--- src/rtl/memoryInterface.sv ---
`timescale 1ns/1ps
`default_nettype none

module memoryInterface #(
    parameter int DataWidth = 32
) (
    input  wire logic                 Clock,
    input  wire logic                 rstN,
    input  wire logic                 marIn,
    input  wire logic                 mdrIn,
    input  wire logic                 memRead,   // MDR takes memory data instead of the bus
    input  wire logic [DataWidth-1:0] busData,
    input  wire logic [DataWidth-1:0] memDataIn,
    input  wire logic [DataWidth-1:0] inPortData,
    output logic      [DataWidth-1:0] marValue,
    output logic      [DataWidth-1:0] mdrValue,
    output logic      [DataWidth-1:0] inPortValue
);

    logic [DataWidth-1:0] mdrSource;

    // Read path from memory or a write value from the bus
    assign mdrSource = memRead ? memDataIn : busData;

    always_ff @(posedge Clock) begin
        if (!rstN) begin
            marValue <= '0;
        end else if (marIn) begin
            marValue <= busData; // Address held for memory
        end
    end

    always_ff @(posedge Clock) begin
        if (!rstN) begin
            mdrValue <= '0;
        end else if (mdrIn) begin
            mdrValue <= mdrSource;
        end
    end

    // Port is sampled every cycle so the bus sees it one cycle late
    always_ff @(posedge Clock) begin
        if (!rstN) begin
            inPortValue <= '0;
        end else begin
            inPortValue <= inPortData;
        end
    end

endmodule

`default_nettype wire

--- config.mk ---
export PLATFORM = sky130hd
export DESIGN_NAME = memoryInterface
export DESIGN_NICKNAME = d
export VERILOG_FILES = /design/src/rtl/memoryInterface.sv
export SDC_FILE = /design/constraint.sdc
export NUM_CORES = 1
export LEC_CHECK = 0
export BUFFER_PORTS_ARGS = -buffer_cell sky130_fd_sc_hd__buf_2
export CAP_MARGIN = 10
export CORE_MARGIN = 4
export CORE_UTILIZATION = 44
export DETAILED_ROUTE_END_ITERATION = 12
export HOLD_SLACK_MARGIN = 0.03
export MAX_ROUTING_LAYER = met4
export PLACE_DENSITY_LB_ADDON = 0.25
export SYNTH_ARGS = -nofsm -noshare
export SYNTH_HDL_FRONTEND = slang
export SYNTH_SLANG_ARGS = --single-unit
--- constraint.sdc ---
create_clock -name Clock -period 0.95 [get_ports Clock]
set_input_delay 0.0475 -clock Clock [delete_from_list [all_inputs] [get_ports Clock]]
set_output_delay 0.0475 -clock Clock [all_outputs]
set_load 0.03 [all_outputs]
-- Word-level counts from Yosys, hierarchy flattened
Cells that the tools add are included.
Widths: inputs -> output; s select.
- multiplexer cells: 1
- operator list (operator ; count):
    $mux 32 ; 1
- bits of input ports: 101
- register bits after elaboration: 96
- output and inout bits: 96
- word-level logic and storage cells: 4

-- Logic depth before layout (Yosys ltp)
- depth in word-level cells: 1
- gate-level depth with buffers: 4
- mapped depth without buffers: 2

-- Worst setup path before layout
No wires, ideal clock.
- path type: flip-flop to flip-flop
- from: register, netlist name mdrValue[10]
- to: register mdrValue[10]
- data required time: 0.880 ns
- data arrival time: 0.686 ns
- period minus slack after synthesis: 0.756 ns
- cell stages (with the launch flop): 3
- buffers on the path: 0
- setup time: 0.070 ns
- path slack: 0.194 ns
- cell sequence: dfxtp_1 -> o21ai_0 -> a21oi_1
- RTL lines (item ; RTL line ; source):
    to (signal assigned) ; 37 ; mdrValue <= mdrSource;
    to (decl) ; 16 ; output logic [DataWidth-1:0] mdrValue,

-- Final worst setup path
- from: register mdrValue[2]
- to: output mdrValue[2]
No word-level cell between the ends.

==> results.ini <==
[run_status]
status=completed

[power]
seq_power_share_pct=47.5
leakage_nw=2.87
clkPwrFrac_pct=30.2
p_int_w=0.00670
ir_worst_vdd_mv=1.02
powerDensity_mw_per_mm2=1560
swShare_pct=27.7
netSwitchingPower_w=0.00256
comb_power_share_pct=22.3

[route]
drt_iter0_markers=76
drc=0
wl_per_cell_um=16.5
drtAntennaViolNets=0
wl_um=11600
vias=3342
dr.pass1.iters=4
routed_via_density=4.73

[floorplan]
die_w_um=97.3
die_area_mm2=0.00946
start_util_pct=45.4
rows=32
design.core.area_mm2=0.00773
chipHeight_um=97.3
io-pin-count=197

[cells_and_area]
areaGrowthSynthToFinish_pct=69.4
diodes=0
fillers=463
layout_commonest_cell=buf_2
drive_gt1_share_pct=38.6
fin_cells=706
final_cell_mix=124 x buf_2, 95 x dlygate4sd3_1, 84 x dfxtp_1, 64 x mux2i_1, 53 x buf_4
final_nets=700

[logic_synthesis]
synth_area_leaders=dfxtp_1 55%, mux2i_1 18%, and2_1 5.7%
yosysSeqAreaShare_pct=54.8
synth-compound-area-share_pct=9.13
synth_top_cell_area_share_pct=54.8
synth_area_mm2=0.00351
synth_simple_gate_area_share_pct=11.4
avgSynthCellArea_um2=11.2
synth_top_family_by_area=multiplexers
yosysTopAreaCell=dfxtp_1
yosysWarnings=0
syn-instance-count=313
synth_nets=414
ys_ff_latch=96
synthAdderAreaFrac_pct=0
synth_cell_types=13
synth-xor-area-share_pct=0
synth_mux_area_share_pct=18.3

[clock_tree]
clkSlewWorstSetupHoldPaths_ps=90
clock-sinks=96
cts_root_buf=clkbuf_8
cts_buffers=9
clock_path_buffers=2
insertion_delay_ps=330
cts_tree=built
htree_levels=3

[min_path]
min_from=memDataIn[0]
hp-class=in -> reg

[setup_path]
r2r_setup_slack_ps=240
arrival_ps=890
crit_cells=1
endpoint=mdrValue[2]
path_max_fanout=2
crit_chain=clkbuf_4
r2r_end=mdrValue[21]$_SDFFE_PN0P_
worst-path-buf-inv=1
crit_type=reg -> out
cp_top_family=flip-flops
start_kind=register
endpoint_kind=output port
crit_path_top_delay_cell=dfxtp_1
cp_slowest_stage_delay_ps=350
r2r_cells=2
rr_startpoint=mdrValue[21]$_SDFFE_PN0P_
critPathRequiredTime_ps=900
critical_path.startpoint=mdrValue[2]$_SDFFE_PN0P_

[sta]
clock_skew_ps=0
worstMarginPinSlew_ps=190
report.final.setup_viol=0
fin_crit_ps=934
hold_ws_ps=54.6
max_slew_margin_pct=86.9
max_freq_mhz=1070
min_period_over_period_pct=98.3
hold_viol=0
slew_viol_final=0
tns_ps=0

[grt]
antenna_found_initial=0
overflow=0
track_usage_pct=24.1
grt_first_pass_wirelength_um=18000
grt_start_max_net_pins=63
grt_pass1_vias=3559

[placement]
gp_congestion=0.784
io_buffers=196
place_inst=595
place_hpwl_um=6590

[flow_run]
maxCapViolations=0

==> per-stage QoR <==
stage	total power, W	instance area [µm²]	util [%]	setup WS (ps)
after floorplan	0.00550	3510	-	194
after global placement	0.00604	4550	58.8	170
after detailed placement	0.00607	4550	58.8	108
after CTS	0.00914	5760	74.6	0.362
after global routing	0.00964	5940	76.9	-25.4
final	0.00927	5940	76.9	16.0
==> cell usage after synthesis, drive strengths merged <==
| cell type | number |
|---|---|
| and2 | 32 |
| nor2b | 32 |
| mux2i | 64 |
| o21ai | 32 |
| dfxtp | 96 |
| clkbuf | 3 |
| buf | 22 |
| a21oi | 32 |
==> how the worst min path moves through the flow <==
stage / end / slack [ps] / depth (start not counted)
4_1_cts: mdrValue[0]$_SDFFE_PN0P_ / 40 / 3
5_1_grt: mdrValue[0]$_SDFFE_PN0P_ / 70 / 3
6_report: mdrValue[0]$_SDFFE_PN0P_ / 50 / 3
3_3_place_gp: inPortValue[9]$_SDFF_PN0_ / 250 / 2
2_1_floorplan: inPortValue[0]$_SDFF_PN0_ / 170 / 1
3_5_place_dp: inPortValue[10]$_SDFF_PN0_ / 260 / 2
==> power groups by stage <==
stage / combinational [W] / sequential, W / clock [W]
finish: 0.00207 / 0.00440 / 0.00280
global route: 0.00221 / 0.00443 / 0.00301
CTS: 0.00193 / 0.00438 / 0.00283
detailed placement: 0.00161 / 0.00447 / 0
global placement: 0.00158 / 0.00446 / 0
floorplan: 0.000528 / 0.00497 / 0
==> state kept, by name, summed over array words and instances (netlist names) <==
name         cells
inPortValue     32
marValue        32
mdrValue        32
==> per-layer routing <==
layer	global-route usage (%)	vias up	wire (µm)
met2	41.5	167	5920
met4	9.05	0	308
li1	-	1633	-
met1	25.7	1515	4410
met5	-	-	0
met3	8.11	27	991
==> kinds of logic after synthesis <==
logic type             Yosys count
AOI/OAI and AO/OA               64
buffers and inverters           25
DFF                             96
and+or+nand+nor                 64
muxes                           64
==> final cells by class <==
type | instances | area, µm² | area share, %
multi-input combinational | 192 | 1360 | 22.9
clock buffer | 12 | 165 | 2.78
clock inverter | 4 | 51.3 | 0.864
tap | 102 | 128 | 2.15
sequential | 96 | 1940 | 32.6
timing repair buffer | 300 | 2300 | 38.7
==> timing repair <==
item / CTS / global route
hold buffers: 95 / 0
endpoints found under the setup margin: 19 / 65
gates resized for setup: 19 / 113
hold endpoints to repair: 94 / 0
buffers inserted: 0 / 0
cloned: 0 / 0
Power figures use the tool's default switching activity.
