===== src/rtl/datapathPkg.sv =====
`default_nettype none

package datapathPkg;

    localparam int AluOpWidth = 4;

    typedef enum logic [AluOpWidth-1:0] {
        opAdd = 4'd0,
        opSub = 4'd1,
        opAnd = 4'd2,
        opOr  = 4'd3,
        opShl = 4'd4,
        opShr = 4'd5, // Arithmetic
        opNeg = 4'd6,
        opNot = 4'd7,
        opInc = 4'd8, // Bus plus one, used in fetch
        opMul = 4'd9  // Signed, double width
    } aluOpE;

    localparam int RegCount = 16;

    // Positions in the out-strobe vector
    localparam int srcR0     = 0;
    localparam int srcR1     = 1;
    localparam int srcR2     = 2;
    localparam int srcR3     = 3;
    localparam int srcR4     = 4;
    localparam int srcR5     = 5;
    localparam int srcR6     = 6;
    localparam int srcR7     = 7;
    localparam int srcR8     = 8;
    localparam int srcR9     = 9;
    localparam int srcR10    = 10;
    localparam int srcR11    = 11;
    localparam int srcR12    = 12;
    localparam int srcR13    = 13;
    localparam int srcR14    = 14;
    localparam int srcR15    = 15;
    localparam int srcHi     = 16;
    localparam int srcLo     = 17;
    localparam int srcZHigh  = 18;
    localparam int srcZLow   = 19;
    localparam int srcPc     = 20;
    localparam int srcMdr    = 21;
    localparam int srcInPort = 22;
    localparam int srcIr     = 23;
    localparam int SrcCount  = 24;

endpackage

`default_nettype wire


===== src/rtl/busSelector.sv =====
`timescale 1ns/1ps
`default_nettype none

module busSelector #(
    parameter int DataWidth = 32,
    parameter int RegCount  = datapathPkg::RegCount
) (
    input  wire logic [datapathPkg::SrcCount-1:0]   outSel,   // One-hot, or zero for an idle bus
    input  wire logic [RegCount-1:0][DataWidth-1:0] regValues,
    input  wire logic [DataWidth-1:0]               hiValue,
    input  wire logic [DataWidth-1:0]               loValue,
    input  wire logic [DataWidth-1:0]               zHigh,
    input  wire logic [DataWidth-1:0]               zLow,
    input  wire logic [DataWidth-1:0]               pcValue,
    input  wire logic [DataWidth-1:0]               mdrValue,
    input  wire logic [DataWidth-1:0]               inPortValue,
    input  wire logic [DataWidth-1:0]               irValue,
    output logic      [DataWidth-1:0]               busData
);

    import datapathPkg::*;

    localparam int IdxWidth = $clog2(SrcCount);

    logic [DataWidth-1:0] srcValues [SrcCount];
    logic [IdxWidth-1:0]  selIdx;
    logic                 selValid;

    // Source table in out-strobe order
    always_comb begin
        for (int r = 0; r < RegCount; r++) begin
            srcValues[srcR0 + r] = regValues[r];
        end
        srcValues[srcHi]     = hiValue;
        srcValues[srcLo]     = loValue;
        srcValues[srcZHigh]  = zHigh;
        srcValues[srcZLow]   = zLow;
        srcValues[srcPc]     = pcValue;
        srcValues[srcMdr]    = mdrValue;
        srcValues[srcInPort] = inPortValue;
        srcValues[srcIr]     = irValue;
    end

    // Highest set strobe wins when more than one is set
    always_comb begin
        selIdx   = '0;
        selValid = 1'b0;
        for (int i = 0; i < SrcCount; i++) begin
            if (outSel[i]) begin
                selIdx   = IdxWidth'(i);
                selValid = 1'b1;
            end
        end
    end

    assign busData = selValid ? srcValues[selIdx] : '0;

endmodule

`default_nettype wire


===== config.mk =====
export PLATFORM = sky130hd
export DESIGN_NAME = busSelector
export DESIGN_NICKNAME = d
export VERILOG_FILES = /design/src/rtl/datapathPkg.sv /design/src/rtl/busSelector.sv
export SDC_FILE = /design/constraint.sdc
export NUM_CORES = 1
export LEC_CHECK = 0
export BUFFER_PORTS_ARGS = -buffer_cell sky130_fd_sc_hd__buf_4
export CELL_PAD_IN_SITES_DETAIL_PLACEMENT = 1
export CELL_PAD_IN_SITES_GLOBAL_PLACEMENT = 1
export CORE_AREA = 2 2 322 324
export DETAILED_ROUTE_END_ITERATION = 8
export DIE_AREA = 0 0 324 326
export PLACE_DENSITY = 0.36
export REMOVE_ABC_BUFFERS = 1
export SYNTH_ARGS = -nofsm -noshare
export SYNTH_HDL_FRONTEND = slang
export SYNTH_SLANG_ARGS = --single-unit

===== constraint.sdc =====
create_clock -name vclk -period 3.4
set_clock_uncertainty 0.15 [all_clocks]
set_input_delay 0.34 -clock vclk [all_inputs]
set_output_delay 0.34 -clock vclk [all_outputs]
set_load 0.02 [all_outputs]

# Word-level counts from Yosys, hierarchy flattened
# Cells that the tools add are included.
[word_totals] register_bits=0 input_bits=792 output_inout_bits=32 wordCells=53
[classes] n_lt_le_gt_ge=1 mux=51 bitwise_logic=1
[ops] op="32-bit binary-select mux with 5-bit select" n=1
[ops] op="5-bit two-way mux" n=22
[ops] op="32-bit two-way mux" n=3
[ops] op="1-bit two-way mux" n=25
[ops] op="6-bit greater-or-equal comparator (second input constant)" n=1
[ops] op="5-bit inverter with 6-bit output" n=1

# Longest topological paths before layout
[logic_depth] depth_word=28 ltp_mapped=12 ltp_nobuf=8

# Worst setup path before layout
# OpenSTA, ideal clock, no wires.
[synth_path] path_kind="input-to-output" start="input outSel[2] (netlist bit)" end="output busData[0]" arrival_ns=2.557 t_required_ns=2.910 path_slack_ns=0.353 path_stages=10 path_buffers=2 cell_sequence="nand2b_1 -> a221oi_2 -> o221ai_2 -> o21a_1 -> buf_4 -> nor2_4 -> buf_6 -> mux2_2 -> a2111oi_2 -> nand4_1"
[synth_between] elab_chain_cells=27 elab_cells_between_ends=49 cone_classes="mux (48); bitwise (1)"
[synth_rtl] element="start, declared" line_no="busSelector.sv:8" rtl="input wire logic [datapathPkg::SrcCount-1:0] outSel,"
[synth_rtl] element="5-bit two-way mux (22 in a row)" line_no="busSelector.sv:49" rtl="if (outSel[i]) begin"
[synth_rtl] element="5-bit inverter with 6-bit output (implied by the code)" line_no="busSelector.sv:56" rtl="assign busData = selValid ? srcValues[selIdx] : '0;"
[synth_rtl] element="32-bit binary-select mux with 5-bit select" line_no="busSelector.sv:56"
[synth_rtl] element="32-bit two-way mux (implied by the code) (2 in a row)" line_no="busSelector.sv:56"
[synth_rtl] element="32-bit two-way mux *" line_no="busSelector.sv:56"
[synth_rtl] element="end, declared" line_no="busSelector.sv:18" rtl="output logic [DataWidth-1:0] busData"
# Every way passes the cells marked *; elsewhere a longest branch is shown, timed or not. The select of a mux whose other input is x is not followed.

# Worst setup path after layout
[layout_path] start="input outSel[4] (netlist bit)" end="output busData[25]"
[layout_between] elab_chain_cells=25 elab_cells_between_ends=45 cone_classes="mux (44); bitwise (1)"
[layout_rtl] element="5-bit two-way mux (20 in a row)" line_no="busSelector.sv:49"
[layout_rtl] element="5-bit inverter with 6-bit output (implied by the code)" line_no="busSelector.sv:56"
[layout_rtl] element="32-bit binary-select mux with 5-bit select" line_no="busSelector.sv:56"
[layout_rtl] element="32-bit two-way mux (implied by the code) (2 in a row)" line_no="busSelector.sv:56"
[layout_rtl] element="32-bit two-way mux *" line_no="busSelector.sv:56"
# Marks and branches as above.

==> results.toml <==
[detailed_routing]
antenna_left = 0
num_vias = 15000
route.detailed.drc = 0
drt-pass1-iter-count = 5
wl_per_cell_um = 27.0
drtIter0Drc = 730
drt-vias-per-instance = 4.09
totalWireLength_mm = 99.1

[timing]
hold_viol_final = 0
finalCritPeriodShare = 1.07
rsz0062_at_grt = "true"
whs_ns = 1.00
fmax_mhz = 275
tightest_slew_ns = 0.672
slew-limit-headroom = 0.552
slew_violations = 0
layout_setup_ws_ns = -0.237
setup_violations = 30
final.min_clock_period_ns = 3.64

[yosys]
synthDistinctLibCells = 51
syn_inst = 1297
avgSynthCellArea_um2 = 5.94
muxShareOfSynthArea = 0.179
synthTopCellsByArea = "nand3_1 15%, o21ai_0 12%, mux2i_1 10%, a21oi_1 9.4%, nand2_1 7.9%"
yosysSeqAreaShare = 0
synth_fa_ha_area_frac = 0
yosys.area_share.simple = 0.340
post-synth-top-area-cell = "nand3_1"
synth_top_area_frac = 0.151
synth_top_family_by_area = "compound AO/OA/AOI/OAI gates"
syn_area_um2 = 7700
synth_compound_area_frac = 0.392
synth_xor_area_frac = 0
yosys_warnings = 0

[cells_and_area]
design.seq.count = 0
stdcell_area_um2 = 19800
clkbuf_count = 0
area_growth_pct = 158
drive_above_1_share = 0.582
layoutNonFillerInstCount = 3675
mostFrequentLayoutCells = "983 x buf_4, 222 x nand3_1, 170 x o21ai_0, 155 x nand2_1, 117 x a21oi_1"
num-nets-final = 3082
layout_commonest_cell = "buf_4"
fillerInstances = 12400
seqCellArea_um2 = 0

[clocking]
cts_hold_buf = 0

[grt]
grt_max_degree = 89
grt_pass1_wl_mm = 125
grt_pass1_vias = 16300
antenna_found_initial = 21
grt_overflow_total = 0
grt_usage = 0.166

[pwr]
power_frac_clock = 0
combPwrFrac = 1.000
p_leak_nw = 8.92
power_mw = 2.56
p_per_area_nw_per_um2 = 129
swShare = 0.463
switching_power_mw = 1.19
ir_drop_mv = 0.0545
pwr-share-seq = 0
intPower_mw = 1.37

[floorplan]
chipWidth_um = 324
pin_count = 824
core_area_um2 = 103000
rows = 118
dieArea_um2 = 106000
die_height_um = 326
start_util = 0.0751

[worst_setup_path]
worstPathArrival_ns = 3.15
max_stage_delay_ns = 0.45
required_ns = 2.91
cpMaxStageDelayCell = "a2111oi_4"
cp_max_fo = 5
endpoint_kind = "output pin"
startpoint_type = "primary input"
crit_type = "in -> out"
path_cells = "buf_8 > buf_6 > a221oi_4 > o221ai_4 > o21a_4 > nor2_4 > buf_12 > buf_8 > buf_12 > mux2_4 > a2111oi_4 > buf_4 > nand4_1 > buf_6"

[outcome]
status = "finished, violations left"
violations = "setup timing"

[worst_hold_path]
hold_class = "in -> out"

[place]
dpl.cell_count = 3566
place_ws_ns = -1.18
dp_hpwl_mm = 77.4
post_dp_cell_area_um2 = 17200
finalWeightedCongestion = 0.882
io_buffer_count = 824

[flow_run]
max-cap-violations = 0
==> Yosys cell counts (all sizes together), types with 6 or more instances <==
| cell | number |
|---|---|
| o21ai | 186 |
| nand2 | 162 |
| a31oi | 28 |
| a211oi | 6 |
| a21oi | 145 |
| nand3 | 232 |
| a211o | 24 |
| nor2 | 24 |
| nor4 | 10 |
| a221oi | 10 |
| a2111oi | 33 |
| buf | 50 |
| mux2i | 78 |
| nand4 | 54 |
| nor3 | 15 |
| inv | 6 |
| mux2 | 53 |
| and3 | 27 |
| o22a | 25 |
| clkbuf | 96 |
==> power groups by stage <==
stage | Sequential [mW] | Combinational, mW | Clock, mW
6_report | 0 | 2.56 | 0.000000237
5_1_grt | 0 | 2.72 | 0.000000236
4_1_cts | 0 | 2.38 | 0
3_5_place_dp | 0 | 2.20 | 0
3_3_place_gp | 0 | 2.19 | 0
2_1_floorplan | 0 | 0.709 | 0
==> cells by family (layout without fill, tap and decap cells) <==
group / Yosys count / after routing
and+or+nand+nor: 538 / 538
AOI/OAI and AO/OA: 476 / 476
buffers and inverters: 152 / 1143
muxes: 131 / 131
other: 0 / 7
==> layer usage <==
layer	vias up	GRT usage	routed length, µm	share of wire
met4	4	0.0277	1680	0.017
li1	6983	-	-	-
met5	-	0	23	0.00023
met1	7374	0.207	41300	0.42
met3	63	0.0259	5550	0.056
met2	591	0.301	50600	0.51
==> per-stage QoR <==
| step | TNS [ns] | utilization |
|---|---|---|
| CTS | -5.92 | 0.179 |
| floorplan | -114.24 | - |
| global placement | -8.14 | 0.167 |
| global route | -6.16 | 0.193 |
| detailed placement | -10.47 | 0.167 |
| finish | -2.95 | 0.193 |
==> final cells by class <==
| class | count | area (µm²) | share of cell area |
|---|---|---|---|
| antenna | 7 | 17.5 | 0.000883 |
| inverter | 6 | 22.5 | 0.00114 |
| multi-input combinational | 1145 | 8120 | 0.409 |
| tap | 1380 | 1730 | 0.0870 |
| timing repair buffer | 1137 | 9960 | 0.502 |
==> final timing paths <==
check | slack (ns) | from | to | cells after the start
setup / recovery | -0.24 | outSel[4] | busData[25] | 14
hold / removal | 1.00 | inPortValue[27] | busData[27] | 5
==> critical path, delay by kind of cell <==
kind	cells	cell delay (ns)
simple gates	2	0.27
mux	1	0.31
compound gates	4	1.17
buf+inv	7	1.02
==> what timing repair did <==
action,in CTS,in global routing
cloned,5,16
buffers inserted,40,51
resized for setup,141,163
pin swaps,42,68
setup endpoints to repair,32,32
Power figures use the tool's default switching activity.
