$ cat src/rtl/datapathPkg.sv
`default_nettype none

package datapathPkg;

    localparam int AluOpWidth = 4;

    typedef enum logic [AluOpWidth-1:0] {
        opAdd = 4'd0,
        opSub = 4'd1,
        opAnd = 4'd2,
        opOr  = 4'd3,
        opShl = 4'd4,
        opShr = 4'd5, // Arithmetic
        opNeg = 4'd6,
        opNot = 4'd7,
        opInc = 4'd8, // Bus plus one, used in fetch
        opMul = 4'd9  // Signed, double width
    } aluOpE;

    localparam int RegCount = 16;

    // Positions in the out-strobe vector
    localparam int srcR0     = 0;
    localparam int srcR1     = 1;
    localparam int srcR2     = 2;
    localparam int srcR3     = 3;
    localparam int srcR4     = 4;
    localparam int srcR5     = 5;
    localparam int srcR6     = 6;
    localparam int srcR7     = 7;
    localparam int srcR8     = 8;
    localparam int srcR9     = 9;
    localparam int srcR10    = 10;
    localparam int srcR11    = 11;
    localparam int srcR12    = 12;
    localparam int srcR13    = 13;
    localparam int srcR14    = 14;
    localparam int srcR15    = 15;
    localparam int srcHi     = 16;
    localparam int srcLo     = 17;
    localparam int srcZHigh  = 18;
    localparam int srcZLow   = 19;
    localparam int srcPc     = 20;
    localparam int srcMdr    = 21;
    localparam int srcInPort = 22;
    localparam int srcIr     = 23;
    localparam int SrcCount  = 24;

endpackage

`default_nettype wire

$ cat src/rtl/registerBank.sv
`timescale 1ns/1ps
`default_nettype none

module registerBank #(
    parameter int DataWidth = 32,
    parameter int RegCount  = datapathPkg::RegCount
) (
    input  wire logic                                Clock,
    input  wire logic                                rstN,
    input  wire logic [DataWidth-1:0]                busData,
    input  wire logic [RegCount-1:0]                 regIn,   // One load strobe per register
    input  wire logic                                hiIn,
    input  wire logic                                loIn,
    input  wire logic                                pcIn,
    input  wire logic                                irIn,
    output logic      [RegCount-1:0][DataWidth-1:0]  regValues,
    output logic      [DataWidth-1:0]                hiValue,
    output logic      [DataWidth-1:0]                loValue,
    output logic      [DataWidth-1:0]                pcValue,
    output logic      [DataWidth-1:0]                irValue
);

    // General registers, R0 included, all load the same bus value
    always_ff @(posedge Clock) begin
        if (!rstN) begin
            regValues <= '0;
        end else begin
            for (int r = 0; r < RegCount; r++) begin
                if (regIn[r]) begin
                    regValues[r] <= busData;
                end
            end
        end
    end

    // HI and LO hold the two halves of a product
    always_ff @(posedge Clock) begin
        if (!rstN) begin
            hiValue <= '0;
            loValue <= '0;
        end else begin
            if (hiIn) begin
                hiValue <= busData;
            end
            if (loIn) begin
                loValue <= busData;
            end
        end
    end

    always_ff @(posedge Clock) begin
        if (!rstN) begin
            pcValue <= '0;
        end else if (pcIn) begin
            pcValue <= busData; // Incremented PC comes back through Z
        end
    end

    always_ff @(posedge Clock) begin
        if (!rstN) begin
            irValue <= '0;
        end else if (irIn) begin
            irValue <= busData;
        end
    end

endmodule

`default_nettype wire

$ cat config.mk
export PLATFORM = sky130hd
export DESIGN_NAME = registerBank
export DESIGN_NICKNAME = d
export VERILOG_FILES = /design/src/rtl/datapathPkg.sv /design/src/rtl/registerBank.sv
export SDC_FILE = /design/constraint.sdc
export NUM_CORES = 1
export LEC_CHECK = 0
export BUFFER_PORTS_ARGS = -buffer_cell sky130_fd_sc_hd__buf_2
export CORE_AREA = 10 10 264 266
export CTS_BUF_LIST = sky130_fd_sc_hd__clkbuf_4 sky130_fd_sc_hd__clkbuf_8
export DETAILED_ROUTE_END_ITERATION = 8
export DIE_AREA = 0 0 274 276
export SYNTH_ARGS = -nofsm -noshare
export SYNTH_HDL_FRONTEND = slang
export SYNTH_SLANG_ARGS = --single-unit
export TNS_END_PERCENT = 1
$ cat constraint.sdc
create_clock -name Clock -period 3.1 [get_ports Clock]
set_clock_uncertainty 0.2 [all_clocks]
set_input_delay 0.465 -clock Clock [delete_from_list [all_inputs] [get_ports Clock]]
set_output_delay 0.465 -clock Clock [all_outputs]
set_load 0.02 [all_outputs]
Word level (Yosys, flattened, before mapping)
Cells that the tools add are included.
W data, S select, Z words.
{"block": "totals", "regBits": 640, "latch_bits": 0, "mem_bits_ro": 0, "n_memories": 0, "mem_bits_rw": 0, "wordCells": 20, "inputBits": 54}
{"block": "op_classes", "shifts": 0, "n_eq_ne": 0, "muxes": 0, "n_div": 0, "reduce_logical": 0, "n_bitwise": 0, "n_addsub": 0, "multipliers": 0, "n_lt_le_gt_ge": 0}

Longest topological paths before layout
Gate-level depths: netlist of the first run.
{"block": "logic_depth", "ltp_word": 0, "mapped_depth": 4, "ltp_nobuf": 2}

Worst setup path after synthesis of the first run
OpenSTA, ideal clock, no wires.
{"block": "synth_timing", "path_type": "input to register", "from": "input rstN", "to": "register hiValue[0]", "arrival_ns": 1.001, "required_ns": 2.784, "setup_ns": 0.116, "path_slack_ns": 1.782, "stages": 4, "cell_sequence": "buf_4 > buf_6 > buf_2 > nor2b_1"}
{"element": "start, declared", "line": "registerBank.sv:9", "source": "input wire logic rstN,"}
{"element": "end signal, assigned", "line": "registerBank.sv:43", "source": "hiValue <= busData;"}
{"element": "end, declared", "line": "registerBank.sv:17", "source": "output logic [DataWidth-1:0] hiValue,"}
No word-level cell between the ends.

Worst setup path after layout of the first run
{"block": "layout_timing", "from": "register regValues[339] (netlist bit)", "to": "output regValues[339] (netlist bit)"}
{"element": "start, declared", "line": "registerBank.sv:16", "source": "output logic [RegCount-1:0][DataWidth-1:0] regValues,"}
{"element": "start signal, assigned by index", "line": "registerBank.sv:30", "source": "regValues[r] <= busData;"}
No word-level cell between the ends.

==> results by stage, run 1 <==
Outcome:
- The flow ran to the end, and the final reports show no timing, DRC or antenna violations.

Setup path:
- The sort of element at the start of the critical path is a register.
- The critical path goes through buf_2.
- The worst register-to-register path begins at regValues[254].
- The number of buffers and inverters on the critical path is 1.
- The launching element of the worst setup path is regValues[339].
- At the worst endpoint, the arrival time is 1300 ps.
- The kind of cell adding the most delay to the critical path is flip-flops.
- The worst setup path is of the register to output port kind.
- Along the worst path, the maximum fanout reaches 2.
- The slowest stage of the critical path is the dfxtp_1 cell.
- The element type at the critical path end is an output port.
- In this design, the stage delay of the slowest critical-path cell is 400 ps.
- The required time of the critical path is 2430 ps.

STA:
- Of the available clock period, the critical path in the final layout requires 0.635.
- Setup repair after global routing left no endpoint under its margin.
- The final count of pins violating max slew was 0.
- Headroom to the max-slew limit came out at 0.369.
- The setup TNS after final layout is 0 ps.
- The hold slack is 35.1 ps.
- The count of endpoints failing setup in the final report is 0.
- The worst path in the final design needs a cycle of 1970 ps, including I/O delays and setup.
- Derived from the worst setup path, the maximum achievable clock frequency is 508 MHz.
- For the pin with the worst max-slew slack, the measured transition is 946 ps.
- The final number of hold-violating endpoints is 0.

Power and ir drop:
- For this design the total switching power over the nets is 5.48 mW.
- The worst vdd rail ir drop is 0.408 mV.
- The reported leakage power is 15.1 nW.
- Of the total power, the clock network draws 0.404.
- The design internal power is 14.3 mW.
- The share of total power dissipated in combinational logic is 0.142.
- Of the total power, registers draw 0.454.
- The switching share of power is 0.277.
- The design draws 19.8 mW.
- Power spread over the standard cell area amounts to 649 nW/um2.

Logic synthesis:
- The synthesized design contains 640 register bits.
- The cell count after synthesis is 2135.
- The mapped netlist covers 24700 um2.
- Yosys mapped the design onto 7 distinct sky130hd cell types.
- The number of synthesis warnings is 0.
- The synthesized net count is 2189.
- The sequential area share after synthesis is 0.519.
- In this run the mean area of a mapped cell was 11.6 um2.

Finish:
- For this run, the post-layout net count is 2814.
- The utilization after layout is 0.476.
- The finished cells cover 30500 um2.
- The share of final-layout standard cells stronger than drive strength 1 is 0.324.
- The area growth from synthesis to final layout is 23.7%.

Clocking:
- The number of buffers inserted to repair setup after CTS is 0.
- The maximum clock path buffer count is 3.
- Buffers inserted during clock tree synthesis total 106.
- In this run the clock root is driven by a clkbuf_8.
- The level count of the clock H-tree is 3.
- TritonCTS built the clock tree.
- The later pin in the worst-skew pair is clocked with a latency of 680 ps.
- The clock transition at the registers of the reported paths is 60 ps.
- Clock tree synthesis found a total of 640 sinks.
- The number of cells upsized or downsized after cts is 0.

Global route:
- The global-route wire length before repair is 125 mm.
- Summed over all layers, the global routing overflow is 0.
- Entering global routing, the biggest net connects 119 pins.
- The initial antenna violation count is 1.
- The aggregate global-route resource usage is 0.220.
- The via count of the first global-routing pass is 17.7k.

Drt:
- The final route contains 17.4k vias.
- The post-detailed-routing wire length is 87.5 mm.
- The final routed DRC violation total is 0.
- The detail route stage leaves a number of antenna-violating nets equal to 0.
- Using the TritonRoute via totals, the vias-per-cell ratio works out to 4.70.
- The number of search-and-repair iterations in the first detailed-routing pass is 5.
- The average routed wire per standard cell is 23.6 um.
- The number of DRC violations after detailed-routing iteration 0 is 1039.

Floorplanning:
- The die covers 75600 um2.
- Measured along the x axis, the die boundary spans 274 um.
- The effective utilization at floorplan is 0.385.
- The total area inside the core boundary comes to 64100 um2.
- The initialized floorplan defines 93 standard-cell rows.
- The die is 276 um tall.
- The total I/O pin count is 694.

Placed design:
- Once placement finished, the instance area stood at 28100 um2.
- The number of buffer cells added on primary ports is 693.
- Once detailed placement completed, the half-perimeter wirelength came to 60.4 mm.
- Routability-driven placement finished with a final weighted congestion of 0.790.

Flow run:
- The reported max-cap violation count is 0.

Worst hold path:
- The hold path startpoint is rstN.
- The worst min-delay path category is input port to register.
==> cells in the final DEF (no fill, tap or decap) <==
master	instances
buf_12	8
buf_8	1
clkbuf_8	134
buf_4	27
bufinv_16	2
clkbuf_4	46
nor2b_1	640
inv_12	1
clkinv_2	5
diode_2	1
clkinvlp_4	4
dlygate4sd3_1	4
buf_2	692
inv_8	1
mux2i_1	640
clkinv_8	1
dfxtp_1	640
==> through the flow <==
stage | std cells | setup WS, ps
5_1_grt | 3702 | 1030
6_report | 3702 | 1130
2_1_floorplan | 2135 | 1780
4_1_cts | 3701 | 1020
3_3_place_gp | 3503 | 1120
3_5_place_dp | 3503 | 1080
==> repair_timing <==
action / CTS / global route
endpoints found under the setup margin: 0 / 0
endpoints found under the hold margin: 10 / 0
hold buffers: 4 / 0
==> power by group through the flow <==
stage          Clock, mW  Sequential, mW  Combinational [mW]
6_report            8.01            8.99                2.81
5_1_grt             8.59            9.04                2.99
4_1_cts             8.21            8.99                2.85
3_5_place_dp           0            9.15                2.85
3_3_place_gp           0            9.14                2.81
2_1_floorplan          0            9.73                1.25
==> final timing paths <==
kind / endpoint / depth (start not counted) / slack, ps
worst min-delay path: irValue[26] / 2 / 40
worst max register to register: regValues[254] / 2 / 2210
worst max-delay path: regValues[339] / 1 / 1130
worst min register to register: regValues[111] / 2 / 310
==> registers in the layout (all words and copies together) (netlist names) <==
signal and cells:
pcValue 32, loValue 32, regValues 512, irValue 32, hiValue 32
==> per-layer routing <==
layer | vias to the layer above | GRT usage | routed length, um
li1 | 8247 | - | -
met1 | 8425 | 0.249 | 35200
met2 | 598 | 0.366 | 41300
met3 | 140 | 0.0827 | 7850
met4 | 0 | 0.0898 | 3100
met5 | - | 0 | 0
==> cell type report <==
class                   count  area (um2)
repair buffers            732        3880
well taps                 855        1070
multi-input cells        1280       10400
fillers                  6009       33600
flip-flops and latches    640       12800
clock buffers             180        2190
clock inverters            14         159
diodes                      1        2.50
==> kinds of logic after synthesis <==
family | share of synthesized area
buf+inv | 0.0590
mux | 0.260
flops | 0.519
simple gates | 0.162
==> cells in the mapped netlist <==
master | count | area share
buf_2 | 60 | 0.012
buf_6 | 66 | 0.030
dfxtp_1 | 640 | 0.52
mux2i_1 | 640 | 0.26
clkbuf_1 | 68 | 0.010
buf_4 | 21 | 0.0064
nor2b_1 | 640 | 0.16
Power figures use the tool's default switching activity.
==> inputs of run 2 (changes only) <==
Settings changed: ABC_AREA set to 1, CORE_AREA 10 10 264 266 to 10 10 265 267, DIE_AREA 0 0 274 276 to 0 0 275 277.
Clock period 3.1 ns to 2 ns, I/O delays scaled along.
==> run 2 against run 1 <==
Compared with the run above: global-route usage grew 0.66 points; setup slack got worse by 1100 ps; via count increased by 33%; final cell count increased by 38%; first-iteration DRC count increased by 73%; area after synthesis fell by 1.7%; sequential cell count did not move; clock-buffer cell count fell by 5; non-clock buffer count is 104 higher; total power up 59%; clock power is 54% higher; critical endpoint is now regValues[438]; largest cell class unchanged.
==> results by stage, run 2 <==
Drt:
- The highest layer touched by signal routing is met5.
- The post-detailed-routing wire length is 91.2 mm.
- In this run, the number of DRC markers left after iteration 0 of detailed routing was 1800.
- For this run, design rule violations remaining after detail routing come to 0.
- In the final routing, the length of wire on met1 measures 38.3 mm.
- The wire length on met2 is 40.9 mm.
- The average routed wire per standard cell is 17.8 um.
- The number of search-and-repair iterations in the first detailed-routing pass is 5.
- The per-cell via count in the routed design is 4.52.
- The final antenna-violating net count is 0.
- The detailed route wirelength on metal3 is 8.80 mm.
- The number of vias after detailed routing is 23.2k.

Logic synthesis:
- After synthesis, the most frequently instantiated cells are 1280 x nand2_1, 1280 x nor2_1, 640 x dfxtp_1.
- The synthesized design contains 0 enable-type register cells.
- The most frequently used flop master after synthesis is dfxtp_1.
- The sequential area share after synthesis is 0.528.
- By area, the combinational part of the netlist is dominated by simple AND/OR/NAND/NOR gates.
- The cell area that synthesis handed to floorplanning was 24300 um2.
- The synthesized area per cell is 6.92 um2.
- Of the total synthesized cell area, the portion taken by full adders, half adders and majority gates is 0.
- Of the total synthesized cell area, the portion taken by AND, OR, NAND and NOR gates is 0.396.
- The library cell with the largest summed area after synthesis is dfxtp_1.
- The post-synthesis cell type count is 8.
- The cell count after synthesis is 3507.
- For this run, asynchronously set or reset flops after synthesis account for 0.
- The number of flip-flops and latches in the synthesized netlist is 640.
- Of the post-synthesis cell area, the part taken by muxes is 0.
- The synthesized net count is 3561.
- The number of synthesis warnings is 0.
- Of the total synthesized cell area, the portion taken by XOR and XNOR cells is 0.
- The compound-gate portion of the synthesized area came to 0.
- By area the synthesized netlist is led by dfxtp_1 53%, nand2_1 20%, nor2_1 20%, buf_6 3.1%, buf_2 2.2%.
- The area share of the leading cell type in the synthesized netlist is 0.528.

Finish:
- Of the cells placed in the final design, the portion with a size suffix greater than 1 is 0.225.
- The footprint of the multi-input gates is 9610 um2.
- The register with the most flip-flops is regValues.
- Leaving out filler cells and counting taps, the final layout contains 5121.
- The register with the most flip-flops in the layout has 512 of them.
- The area growth from synthesis to final layout is 28.0%.
- The final net count is 4231.
- Leaving out fill and tap cells, the most frequent cells in the layout are 1280 x nand2_1, 1280 x nor2_1, 692 x buf_2, 640 x dfxtp_1, 130 x clkbuf_8.
- The sequential cell area is 12800 um2.
- The layout has 6613 filler cells.

Setup path:
- The end of the critical path is regValues[438].
- The worst register-to-register path has a depth of 3.
- The element type at the critical path end is a register.
- The worst register-to-register path begins at regValues[155].
- The sort of element at the start of the critical path is an input port.
- The launching element of the worst setup path is regIn[13].
- The slack of the worst reg-to-reg path is 650 ps.
- The required time of the critical path is 2450 ps.
- The critical-path maximum fanout is 3.
- The critical setup path kind is input port to register.
- For the worst setup path, the data arrival time is 2390 ps.
- The endpoint of the worst register-to-register path is regValues[155].

Global route:
- The aggregate global-route resource usage is 0.226.
- The first global-routing pass estimated 134 mm of wire.
- The initial antenna violation count is 3.
- The pin count of the biggest net entering global routing is 86.
- The via count of the first global-routing pass is 21.0k.
- Global routing finished with a remaining overflow of 0.

Power and ir drop:
- The share of total power dissipated in sequential elements is 0.450.
- The worst-case IR drop observed on VDD is 0.556 mV.
- The power density normalized to cell area is 1020 nW/um2.
- For this design the total switching power over the nets is 9.35 mW.
- After layout, the design draws a total of 31.5 mW.
- The internal portion of the total power is 22.2 mW.
- The fraction of power consumed by the clock network is 0.391.
- The fraction of power consumed by combinational cells is 0.159.
- Of the total power, the share spent switching nets is 0.296.
- The reported leakage power is 16.8 nW.

Floorplanning:
- The horizontal extent of the die is 275 um.
- The effective utilization at floorplan is 0.372.
- The die is 277 um tall.
- The floorplan step defined a die boundary enclosing 76200 um2.
- The core box area is 65200 um2.
- The total I/O pin count is 694.
- After floorplanning, the core was divided into 94 placement rows.

Flow run:
- Across the run, the number of max-cap violations was 0.

Placed design:
- The half-perimeter wire length of the detailed placement result is 60.3 mm.
- Port buffering added 693 buffers.
- The number of placed instances, taps included, is 4865.
- At the end of routability-driven placement, the weighted congestion stood at 0.803.

Clocking:
- The H-tree was split into 3 levels.
- After clock tree synthesis, the clock-pin slew on the worst setup and hold paths is 60 ps.
- The insertion delay of the later-clocked pin in the worst-skew pair is 690 ps.
- The maximum clock path buffer count is 3.
- Buffers inserted during clock tree synthesis total 107.
- TritonCTS built the clock tree.
- The number of clock sinks seen by CTS is 640.
- The clock root buffer is clkbuf_8.

STA:
- Of the available clock period, the critical path in the final layout requires 0.974.
- The peak clock frequency supported by timing is 513 MHz.
- The final number of hold-violating endpoints is 0.
- The worst path needs 1950 ps of the cycle, external delays included.
- Setup violations remaining at the end of the flow were counted as 0.
- The slew at the pin closest to its max-slew limit is 1210 ps.
- For the final routed database, the setup TNS stands at 0 ps.
- The tightest slew margin relative to the limit is 0.188.
- Setup repair after global routing left no endpoint under its margin.
- The final count of pins violating max slew came to 0.

Outcome:
- The flow ran to the end, and the final reports show no timing, DRC or antenna violations.

Worst hold path:
- The min-delay analysis places its worst path in the category input port to register.
==> run 2: area by class of cell <==
cell class,count,share of cell area
antenna,1,0.0000806
sequential,640,0.413
clock inverter,13,0.00492
inverter,32,0.00387
clock buffer,175,0.0685
multi-input combinational,2560,0.309
timing repair buffer,836,0.166
tap,864,0.0348
==> run 2: critical path, cell delays in order <==
cell	delay (ps)
dlygate4sd3_1	530
buf_2	130
buf_12	130
nand2_1	60
nand2_1	40
dlygate4sd3_1	560
nor2_1	90
dlygate4sd3_1	560
==> run 2: worst min-delay path by stage <==
stage,depth (start not counted),start,endpoint,slack [ps]
2_1_floorplan,2,hiValue[0],hiValue[0],340
4_1_cts,2,regValues[113],regValues[113],270
3_5_place_dp,2,regValues[321],regValues[321],260
3_3_place_gp,2,regValues[176],regValues[176],250
5_1_grt,4,rstN,regValues[367],230
6_report,4,rstN,regValues[466],230
==> run 2: routing by layer <==
layer	GRT usage	up-vias
met5	0	-
met4	0.0943	2
met3	0.0702	159
met2	0.357	918
met1	0.282	10400
li1	-	11700
==> run 2: cells by family after synthesis <==
group / Yosys count
flip-flops: 640
AND/OR/NAND/NOR: 2560
buffers and inverters: 307
==> run 2: timing repair <==
action                                  4_1_cts  5_1_grt
resized for setup                             0        2
setup buffers                                 0        0
endpoints found under the setup margin        0        1
hold buffers                                 66        0
endpoints found under the hold margin       640        0
==> run 2: stage by stage <==
stage,util,setup WS (ps),instance area (um2),hold WS (ps)
after floorplan,-,872,24300,344
after global placement,0.431,491,28100,251
after detailed placement,0.431,470,28100,259
after CTS,0.476,52.1,31000,267
after global routing,0.477,47.4,31100,229
final,0.477,52.5,31100,235
==> run 2: power groups by stage <==
stage	combinational (mW)	clock [mW]	sequential, mW
floorplan	2.07	0	15.4
global placement	4.88	0	14.4
detailed placement	4.92	0	14.5
CTS	5.03	12.6	14.2
global route	5.49	13.1	14.3
finish	5.01	12.3	14.2
